--- config.mk ---
export PLATFORM = sky130hd
export DESIGN_NAME = mul_unit
export DESIGN_NICKNAME = d
export VERILOG_FILES = /design/src/mul_pkg.sv /design/src/mul_operand_conditioner.sv /design/src/mul_unsigned_core.sv /design/src/mul_result_select.sv /design/src/mul_unit.sv
export SDC_FILE = /design/constraint.sdc
export NUM_CORES = 2
export LEC_CHECK = 0
export BUFFER_PORTS_ARGS = -buffer_cell sky130_fd_sc_hd__buf_2
export CAP_MARGIN = 10
export CORE_MARGIN = 5
export CORE_UTILIZATION = 50
export CTS_BUF_LIST = sky130_fd_sc_hd__clkbuf_4
export DETAILED_ROUTE_END_ITERATION = 10
export GPL_ROUTABILITY_DRIVEN = 1
export PLACE_DENSITY_LB_ADDON = 0.3
export SYNTH_ARGS = -nofsm -noshare
export SYNTH_HDL_FRONTEND = slang
export SYNTH_HIERARCHICAL = 1
export SYNTH_SLANG_ARGS = --single-unit
export TNS_END_PERCENT = 5
--- constraint.sdc ---
create_clock -name clk -period 6.5 [get_ports clk]
set_input_delay 0.975 -clock clk [delete_from_list [all_inputs] [get_ports clk]]
set_output_delay 0.975 -clock clk [all_outputs]
set_load 0.1 [all_outputs]
--- src/mul_pkg.sv ---
`default_nettype none

package mul_pkg;

	// Datapath widths.
	localparam int XLEN = 32;           // Register width.
	localparam int PROD_W = 2 * XLEN;   // Full product width.

	// Iterative core sizing.
	localparam int STEP_SIZE = 8;                          // Factor bits per core cycle.
	localparam int CORE_STEPS = XLEN / STEP_SIZE;          // Accumulation cycles per operation.
	localparam int STEP_CNT_W = $clog2(CORE_STEPS);        // Step counter width.

	// Core FSM states.
	localparam logic CORE_IDLE = 1'b0;  // Waiting for start, loading factors.
	localparam logic CORE_OP = 1'b1;    // Accumulating slices.

	// Operation encoding.
	localparam int OP_W = 2;
	localparam logic [OP_W-1:0] OP_MUL = 2'd0;     // Low word, sign agnostic.
	localparam logic [OP_W-1:0] OP_MULH = 2'd1;    // High word, signed x signed.
	localparam logic [OP_W-1:0] OP_MULHSU = 2'd2;  // High word, signed x unsigned.
	localparam logic [OP_W-1:0] OP_MULHU = 2'd3;   // High word, unsigned x unsigned.

endpackage

`default_nettype wire

--- src/mul_operand_conditioner.sv ---
`timescale 1ns/10ps
`default_nettype none

module mul_operand_conditioner (
	input  wire                       clk,
	input  wire                       rst_n,
	input  wire                       valid,
	input  wire [mul_pkg::OP_W-1:0]   op,
	input  wire [mul_pkg::XLEN-1:0]   rs1,
	input  wire [mul_pkg::XLEN-1:0]   rs2,
	input  wire                       core_busy,
	output logic                      busy,
	output logic                      start,
	output logic [mul_pkg::XLEN-1:0]  factor_a,
	output logic [mul_pkg::XLEN-1:0]  factor_b,
	output logic                      neg_product,
	output logic                      take_high
);

	import mul_pkg::*;

	logic accept;      // Request taken this cycle.
	logic rs1_signed;  // rs1 read as two's complement.
	logic rs2_signed;  // rs2 read as two's complement.
	logic neg_a;       // rs1 is a negative signed operand.
	logic neg_b;       // rs2 is a negative signed operand.
	logic held;        // Operation in flight, up to the done cycle.

	// Unit stays busy from acceptance until the result stage fires.
	assign busy = start | core_busy | held;
	assign accept = valid & ~busy;  // Requests while busy are dropped.

	// Signedness per opcode.
	assign rs1_signed = (op == OP_MULH) || (op == OP_MULHSU);  // MULH and MULHSU.
	assign rs2_signed = (op == OP_MULH);                       // MULH only.

	assign neg_a = rs1_signed & rs1[XLEN-1];  // Sign bit counts only when signed.
	assign neg_b = rs2_signed & rs2[XLEN-1];

	// Control flags.
	always_ff @(posedge clk) begin
		if (!rst_n) begin
			start <= 1'b0;
			held <= 1'b0;
		end else begin
			start <= accept;  // One-cycle pulse to the core.
			if (accept) begin
				held <= 1'b1;
			end else if (!start && !core_busy) begin
				held <= 1'b0;  // Core went idle last cycle, result lands now.
			end
		end
	end

	// Operand magnitudes and result flags.
	always_ff @(posedge clk) begin
		if (accept) begin
			factor_a <= neg_a ? (~rs1 + 1'b1) : rs1;  // Two's-complement magnitude.
			factor_b <= neg_b ? (~rs2 + 1'b1) : rs2;
			neg_product <= neg_a ^ neg_b;           // Signs differ, product is negative.
			take_high <= (op != OP_MUL);            // Every MULH* returns bits 63:32.
		end
	end

endmodule

`default_nettype wire

--- src/mul_unsigned_core.sv ---
`timescale 1ns/10ps
`default_nettype none

module mul_unsigned_core (
	input  wire                         clk,
	input  wire                         rst_n,
	input  wire                         start,
	input  wire [mul_pkg::XLEN-1:0]     factor_a,
	input  wire [mul_pkg::XLEN-1:0]     factor_b,
	output logic                        core_busy,
	output logic                        core_ready,
	output logic [mul_pkg::PROD_W-1:0]  product
);

	import mul_pkg::*;

	logic                   state;       // CORE_IDLE or CORE_OP.
	logic [STEP_CNT_W-1:0]  step_cnt;    // Slices consumed so far.
	logic [XLEN-1:0]        r_factor;    // Shifts right one slice per step.
	logic [PROD_W-1:0]      r_addvalue;  // Shifts left one slice per step.
	logic [PROD_W-1:0]      partial;     // Current slice times addend.
	logic                   last_step;   // Final slice this cycle.

	assign core_busy = (state == CORE_OP);  // Busy for the whole accumulation.

	// Low slice of the multiplier times the aligned multiplicand.
	assign partial = PROD_W'(r_factor[STEP_SIZE-1:0]) * r_addvalue;

	assign last_step = (step_cnt == STEP_CNT_W'(CORE_STEPS - 1));

	// FSM and step counter.
	always_ff @(posedge clk) begin
		if (!rst_n) begin
			state <= CORE_IDLE;
			step_cnt <= '0;
			core_ready <= 1'b0;
		end else begin
			core_ready <= 1'b0;  // Pulse by default low.
			case (state)
				CORE_IDLE: begin
					step_cnt <= '0;
					if (start) begin
						state <= CORE_OP;
					end
				end
				CORE_OP: begin
					if (last_step) begin
						core_ready <= 1'b1;  // Product complete after this add.
						state <= CORE_IDLE;
					end else begin
						step_cnt <= step_cnt + 1'b1;
					end
				end
				default: begin
					state <= CORE_IDLE;
				end
			endcase
		end
	end

	// Accumulator datapath.
	always_ff @(posedge clk) begin
		if (state == CORE_IDLE) begin
			r_factor <= factor_a;             // Track the conditioner's output.
			r_addvalue <= PROD_W'(factor_b);  // Zero extended multiplicand.
			product <= '0;
		end else begin
			r_factor <= r_factor >> STEP_SIZE;
			r_addvalue <= r_addvalue << STEP_SIZE;
			product <= product + partial;
		end
	end

endmodule

`default_nettype wire

--- src/mul_result_select.sv ---
`timescale 1ns/10ps
`default_nettype none

module mul_result_select (
	input  wire                         clk,
	input  wire                         rst_n,
	input  wire                         core_ready,
	input  wire [mul_pkg::PROD_W-1:0]   product,
	input  wire                         neg_product,
	input  wire                         take_high,
	output logic                        done,
	output logic [mul_pkg::XLEN-1:0]    result
);

	import mul_pkg::*;

	logic [PROD_W-1:0] fixed_prod;  // Product with the sign restored.
	logic [XLEN-1:0]   word_sel;    // Word picked for the requester.

	// Negate the magnitude product when exactly one operand was negative.
	assign fixed_prod = neg_product ? (~product + PROD_W'(1)) : product;

	// MUL takes bits 31:0, the MULH family bits 63:32.
	assign word_sel = take_high ? fixed_prod[PROD_W-1:XLEN] : fixed_prod[XLEN-1:0];

	always_ff @(posedge clk) begin
		if (!rst_n) begin
			done <= 1'b0;
			result <= '0;
		end else begin
			done <= core_ready;  // Single pulse, core_ready lasts one cycle.
			if (core_ready) begin
				result <= word_sel;  // Held until the next operation.
			end
		end
	end

endmodule

`default_nettype wire

--- src/mul_unit.sv ---
`timescale 1ns/10ps
`default_nettype none

module mul_unit (
	input  wire                       clk,
	input  wire                       rst_n,
	input  wire                       valid,
	input  wire [mul_pkg::OP_W-1:0]   op,
	input  wire [mul_pkg::XLEN-1:0]   rs1,
	input  wire [mul_pkg::XLEN-1:0]   rs2,
	output logic                      busy,
	output logic                      done,
	output logic [mul_pkg::XLEN-1:0]  result
);

	import mul_pkg::*;

	logic              start;        // Conditioner to core.
	logic [XLEN-1:0]   factor_a;     // Magnitude of rs1.
	logic [XLEN-1:0]   factor_b;     // Magnitude of rs2.
	logic              neg_product;  // Held for the result stage.
	logic              take_high;
	logic              core_busy;    // Core back to conditioner.
	logic              core_ready;   // Core to result stage.
	logic [PROD_W-1:0] product;

	mul_operand_conditioner cond0 (
		.clk         (clk),
		.rst_n       (rst_n),
		.valid       (valid),
		.op          (op),
		.rs1         (rs1),
		.rs2         (rs2),
		.core_busy   (core_busy),
		.busy        (busy),
		.start       (start),
		.factor_a    (factor_a),
		.factor_b    (factor_b),
		.neg_product (neg_product),
		.take_high   (take_high)
	);

	mul_unsigned_core core0 (
		.clk        (clk),
		.rst_n      (rst_n),
		.start      (start),
		.factor_a   (factor_a),
		.factor_b   (factor_b),
		.core_busy  (core_busy),
		.core_ready (core_ready),
		.product    (product)
	);

	mul_result_select rsel0 (
		.clk         (clk),
		.rst_n       (rst_n),
		.core_ready  (core_ready),
		.product     (product),
		.neg_product (neg_product),
		.take_high   (take_high),
		.done        (done),
		.result      (result)
	);

endmodule

`default_nettype wire

* Word-level counts from Yosys, hierarchy flattened
Cells that the tools add are included.
** Word-level totals
- Register bits after elaboration :: 265
- Input port bits :: 69
- Output and inout bits :: 34
- Logic and storage cells :: 59
** Cells by class
- $add $sub $neg :: 5
- Multiply operators :: 1
- Equality and inequality tests :: 4
- Muxes and demuxes :: 14
- Bitwise gates (word level) :: 11
- Reductions and logical operators :: 7
** Operators by type and width (number)
- two-way mux 32 bit :: 4
- adder 32 x 1 -> 32 bit, second input constant :: 2
- adder 64 x 1 -> 64 bit, second input constant :: 1
- adder 64 bit :: 1
- multiplier 8 x 64 -> 64 bit :: 1
- two-way mux 64 bit :: 1
- NOT 32 bit :: 2
- NOT 64 bit :: 1
- two-way mux 24 bit :: 1
- two-way mux 1 bit :: 5
- equality test 2 bit, second input constant :: 2
- case mux 2 bit (2 select lines) :: 1
- nonzero test 2 bit :: 2
- AND 1 bit :: 3
- adder 2 x 1 -> 2 bit, second input constant :: 1
- equality test 2 x 1 -> 1 bit, second input constant :: 1
- logical NOT 1 bit :: 2
- two-way mux 2 bit :: 1
- inequality test 2 bit, second input constant :: 1
- NOT 1 bit :: 2
- OR 1 bit :: 2
- case mux 1 bit (2 select lines) :: 1
- AND reduction 2 bit :: 1
- logical AND 1 bit :: 1
- 2 further kinds :: 2

* Longest topological paths before layout
- Depth after elaboration :: 5
- Mapped depth :: 22
- Mapped depth without buffers :: 20

* Modules after synthesis
The synthesis kept the hierarchy.
** Modules (own cells, without submodules)
- mul_unsigned_core :: times used 1, cells each 2340, area each 21428.1 um^2, seq. area each 3283.1 um^2
- mul_operand_conditioner :: times used 1, cells each 295, area each 3562.2 um^2, seq. area each 2021.9 um^2
- mul_result_select :: times used 1, cells each 436, area each 3218.1 um^2, seq. area each 660.6 um^2

* Least setup slack after synthesis
OpenSTA, ideal clock, no wires.
- Kind :: register to register
- Start :: register core0.r_factor[0]
- End :: register core0/product[62] (netlist bit)
- Arrival time :: 5.014 ns
- Slack :: 1.358 ns
- Stages on the path, launching flop included :: 22
- Path buffers :: 3
- Period minus slack after synthesis :: 5.142 ns
- Path through :: dfxtp_1 -> clkbuf_1 -> clkbuf_1 -> nand2_1 -> fa_1 -> inv_1 -> fa_1 -> fa_1 -> inv_1 -> fa_1 -> inv_1 -> ha_1 -> buf_2 -> nand2_1 -> nor4_2 -> nand2_1 -> a2bb2oi_2 -> nand4_1 -> a21oi_2 -> or4_1 -> a21oi_1 -> nor3b_2
** On the way
- Longest elaborated chain between the ends :: 2
** RTL lines
- start: declaration :: RTL line mul_unsigned_core.sv:19 : logic [XLEN-1:0] r_factor;
- start signal: assignment :: RTL line mul_unsigned_core.sv:64 : r_factor <= factor_a;
- start signal: assignment :: RTL line mul_unsigned_core.sv:68 : r_factor <= r_factor >> STEP_SIZE;
- multiplier 8 x 64 -> 64 bit :: RTL line mul_unsigned_core.sv:27 : assign partial = PROD_W'(r_factor[STEP_SIZE-1:0]) * r_addvalue;
- adder 64 bit :: RTL line mul_unsigned_core.sv:70 : product <= product + partial;
- end signal: assignment :: RTL line mul_unsigned_core.sv:70
- end: declaration :: RTL line mul_unsigned_core.sv:12 : output logic [mul_pkg::PROD_W-1:0] product
Every way passes these cells.
A chain may end at the register's enable or synchronous reset.

* Worst setup path in the final report
- Start :: register core0.r_factor[4]
- End :: register core0/product[61] (netlist bit)
The elaborated chain is that of the path after synthesis.

==> impl_metrics.csv <==
group,metric,value,unit
status,outcome,"complete, no violations",
placement,place_hpwl,59600,µm
worst_setup_path,critPathArrivalTime,6.71,ns
synth,ys_ff_latch,265,
drt,via_per_inst,5.53,
die,die_w,248,µm
sta,min_period,5.99,ns
worst_setup_path,r2r_start,"core0/r_factor[4]",
worst_setup_path,start_kind,"register",
synth,syn_inst,3071,
sta,maxSlewViolCount,0,
clock_tree,clk_latency,0.81,ns
clock_tree,clk_pin_slew,0.07,ns
synth,synth_top_area_share,29.1,%
min_path,hold_path_class,"reg -> reg",
synth,synthesis.area,28200,µm²
placement,post-place-ws,0.535,ns
global_routing,antenna_found_initial,2,
worst_setup_path,cp_max_fo,32,
worst_setup_path,criticalPathCategory,"reg -> reg",
worst_setup_path,rr_worst_depth,17,
global_routing,grt_remaining_overflow,0,
power,total_power,15.5,mW
worst_setup_path,critPathSlowestCell,"dfxtp_1",
clock_tree,cts_hold_buf,0,
finish,drive_gt1_share,11.0,%
sta,tightest_slew,0.999,ns
synth,synthTopCellsByArea,"fa_1 (29%), dfxtp_1 (14%), and2_1 (8.3%)",
clock_tree,h-tree-depth,3,
global_routing,grt_pass1_wl,123000,µm
synth,ys_top_cells_by_count,"inv_1 (500), fa_1 (410), and2_1 (376)",
clock_tree,cts_buffers,76,
worst_setup_path,critical-path-max-stage-delay,0.96,ns
sta,tns,0,ns
power,netSwitchingPower,8.19,mW
drt,antenna_left,0,
drt,drt_first_iter_violations,1742,
drt,routed_wl,75900,µm
synth,yosys.area.top_type,"fa_1",
synth,yosysUniqueCellTypes,94,
synth,async_flop_share,0,%
power,ir_drop,0.467,mV
drt,dr_total_vias,21800,
drt,avgRoutedWirePerCell,19.2,µm
sta,setup_slack,0.511,ns
finish,nNetsFinal,3692,
worst_setup_path,r2r_slack,0.51,ns
synth,syn_area_per_cell,9.19,µm²
flow_run,cap_violations,0,
worst_setup_path,r2r-end,"core0/product[61]",
sta,setup_viol,0,
placement,gp_congestion,0.967,
worst_setup_path,crit_path_end_kind,"register",
synth,synth_nets,3629,
placement,portBuffers,102,
clock_tree,cts_sinks,265,
min_path,whs_path_depth,1,
clock_tree,clockBufferDepth,3,
min_path,holdPathEnd,"core0/r_factor[14]",
global_routing,first_global_vias,22600,
power,cellLeakagePower,13.8,nW
worst_setup_path,crit_chain,"buf_4, and2_1, fa_1, fa_1, fa_1, inv_1, fa_1, inv_1, ha_1, nand2_1, nor3_1, nand2_1, o31ai_2, o21ai_2, o31ai_4, a32oi_1, o211ai_1",
die,core,56200,µm²
synth,seq_area_frac_synth,21.1,%
die,die-height,248,µm
die,io_pins,103,
finish,n_fill_cell,5183,
drt,post-route-drc-count,0,
power,pwr_density_cell,515,nW/µm²
power,combPwrFrac,76.2,%
global_routing,grt_util_all_layers,25.1,%
synth,ys_warn_count,6,
synth,yosysMostFrequentCell,"inv_1",
finish,area_growth,7.00,%
sta,hold_viol_final,0,
power,pwr-share-seq,13.7,%
sta,slew_headroom,33.3,%
die,die_area,61300,µm²
min_path,hold_start,"core0/r_factor[22]",
global_routing,grt_max_degree,68,
clock_tree,root_buffer,"clkbuf_4",
drt,dr.pass1.iters,7,
power,switching_share,52.7,%
synth,ys.flop_type,"dfxtp_1",
synth,synth-edff-count,66,
sta,fin_skew,0.0940,ns
power,p_clk_share,10.0,%
sta,fmax,167,MHz
clock_tree,cts_setup_buffers,0,
die,initial_utilization,50.2,%
sta,fin_crit_sh,92.1,%
clock_tree,cts_tree,"built",
worst_setup_path,path_common_cell,"fa_1",
die,rows,87,
power,p_int,7.34,mW
worst_setup_path,worstPathRequired,7.22,ns
clock_tree,cts_resized,0,
sta,rsz0062_at_grt,"false",
## worst max-delay path: cells and delay by family (launching register included)
family,cells,cell delay [ns]
adders and majority gates,5,2.41
and+or+nand+nor,4,0.90
buffers and inverters,3,0.56
DFF,1,0.96
AOI/OAI and AO/OA,5,1.09
## sequential cells by signal, indices dropped and copies added (netlist names)
| register | count |
|---|---|
| core0/r_addvalue | 64 |
| cond0/factor_a | 32 |
| cond0/held | 1 |
| cond0/start | 1 |
| core0/product | 64 |
| cond0/factor_b | 32 |
| core0/r_factor | 32 |
| core0/core_ready | 1 |
| cond0/take_high | 1 |
| core0/core_busy | 1 |
| rsel0/result | 32 |
| core0/step_cnt | 2 |
| cond0/neg_product | 1 |
| rsel0/done | 1 |
## area by class of cell
cell class	instances	area [µm²]	area share (%)
diodes	5	12.5	0.0415
clock buffers	108	811	2.69
clock inverters	25	153	0.506
inverters	500	1880	6.22
multi-input cells	2169	19800	65.4
flip-flops and latches	265	5970	19.8
well taps	756	946	3.13
repair buffers	122	661	2.19
## worst max-delay path by stage
stage                      startpoint  cells after the start                 to
CTS                 core0/r_factor[4]                     18  core0/product[50]
detailed placement  core0/r_factor[4]                     18  core0/product[62]
finish              core0/r_factor[4]                     17  core0/product[61]
floorplan           core0/r_factor[0]                     21  core0/product[62]
global route        core0/r_factor[4]                     18  core0/product[50]
global placement    core0/r_factor[2]                     18  core0/product[62]
## metrics by stage
stage          util (%)  cell area (µm²)  hold slack [ns]  instances
6_report           53.7            30200            0.417       3950
5_1_grt            53.7            30200            0.387       3947
4_1_cts            53.7            30200            0.332       3945
3_5_place_dp       52.0            29200            0.438       3812
3_3_place_gp       52.0            29200            0.437       3812
2_1_floorplan         -            28200            0.429       3071
## layout by cell type (no fill, tap or decap), drive strengths merged, types with 6 or more instances in the layout
cell    synthesis  routed
a21oi         105     105
nand3b          6       6
ha             79      79
o21ai          89      89
or4            21      21
xnor2          96      96
o21a           12      12
nor4           29      29
a211oi         12      12
a21o           36      36
and2          377     377
nand2b         14      14
and3           12      12
a21boi          7       7
a311oi          6       6
a31oi          26      26
o31ai          31      31
nand3          34      34
nor2          135     135
mux2i          13      13
nor3           47      47
clkbuf        109     108
nor2b          24      24
fa            410     410
inv           500     505
nand4          35      35
edfxtp         66      66
o221ai         12      12
or2             7       7
o41ai          13      13
buf            26     122
nand2         262     262
dfxtp         199     199
clkinv          0      18
or3            14      14
xor2           62      62
o21bai         13      13
mux2           51      51
o211ai         14      14
## power groups by stage
stage          Clock [mW]  Sequential [mW]  Combinational, mW
2_1_floorplan           0             2.00               9.51
3_3_place_gp            0             2.16               11.6
3_5_place_dp            0             2.16               11.6
4_1_cts              1.63             2.13               11.7
5_1_grt              1.70             2.15               13.2
6_report             1.56             2.13               11.8
## per-layer routing
metal | part of all wire [%] | GRT usage, %
met5 | 0 | 0
met4 | 3.3 | 8.71
met3 | 7.5 | 4.96
met2 | 45 | 39.4
met1 | 44 | 35.2
## logic make-up after synthesis
| kind of cell | count (synthesis) | share of synthesized area [%] |
|---|---|---|
| DFF | 265 | 21.1 |
| xor gates and xnor gates | 158 | 4.91 |
| AOI/OAI and AO/OA | 425 | 10.3 |
| buffers and inverters | 637 | 8.83 |
| muxes | 64 | 2.50 |
| and+or+nand+nor | 1033 | 19.8 |
| adders and majority gates | 489 | 32.6 |
Power figures use the tool's default switching activity.
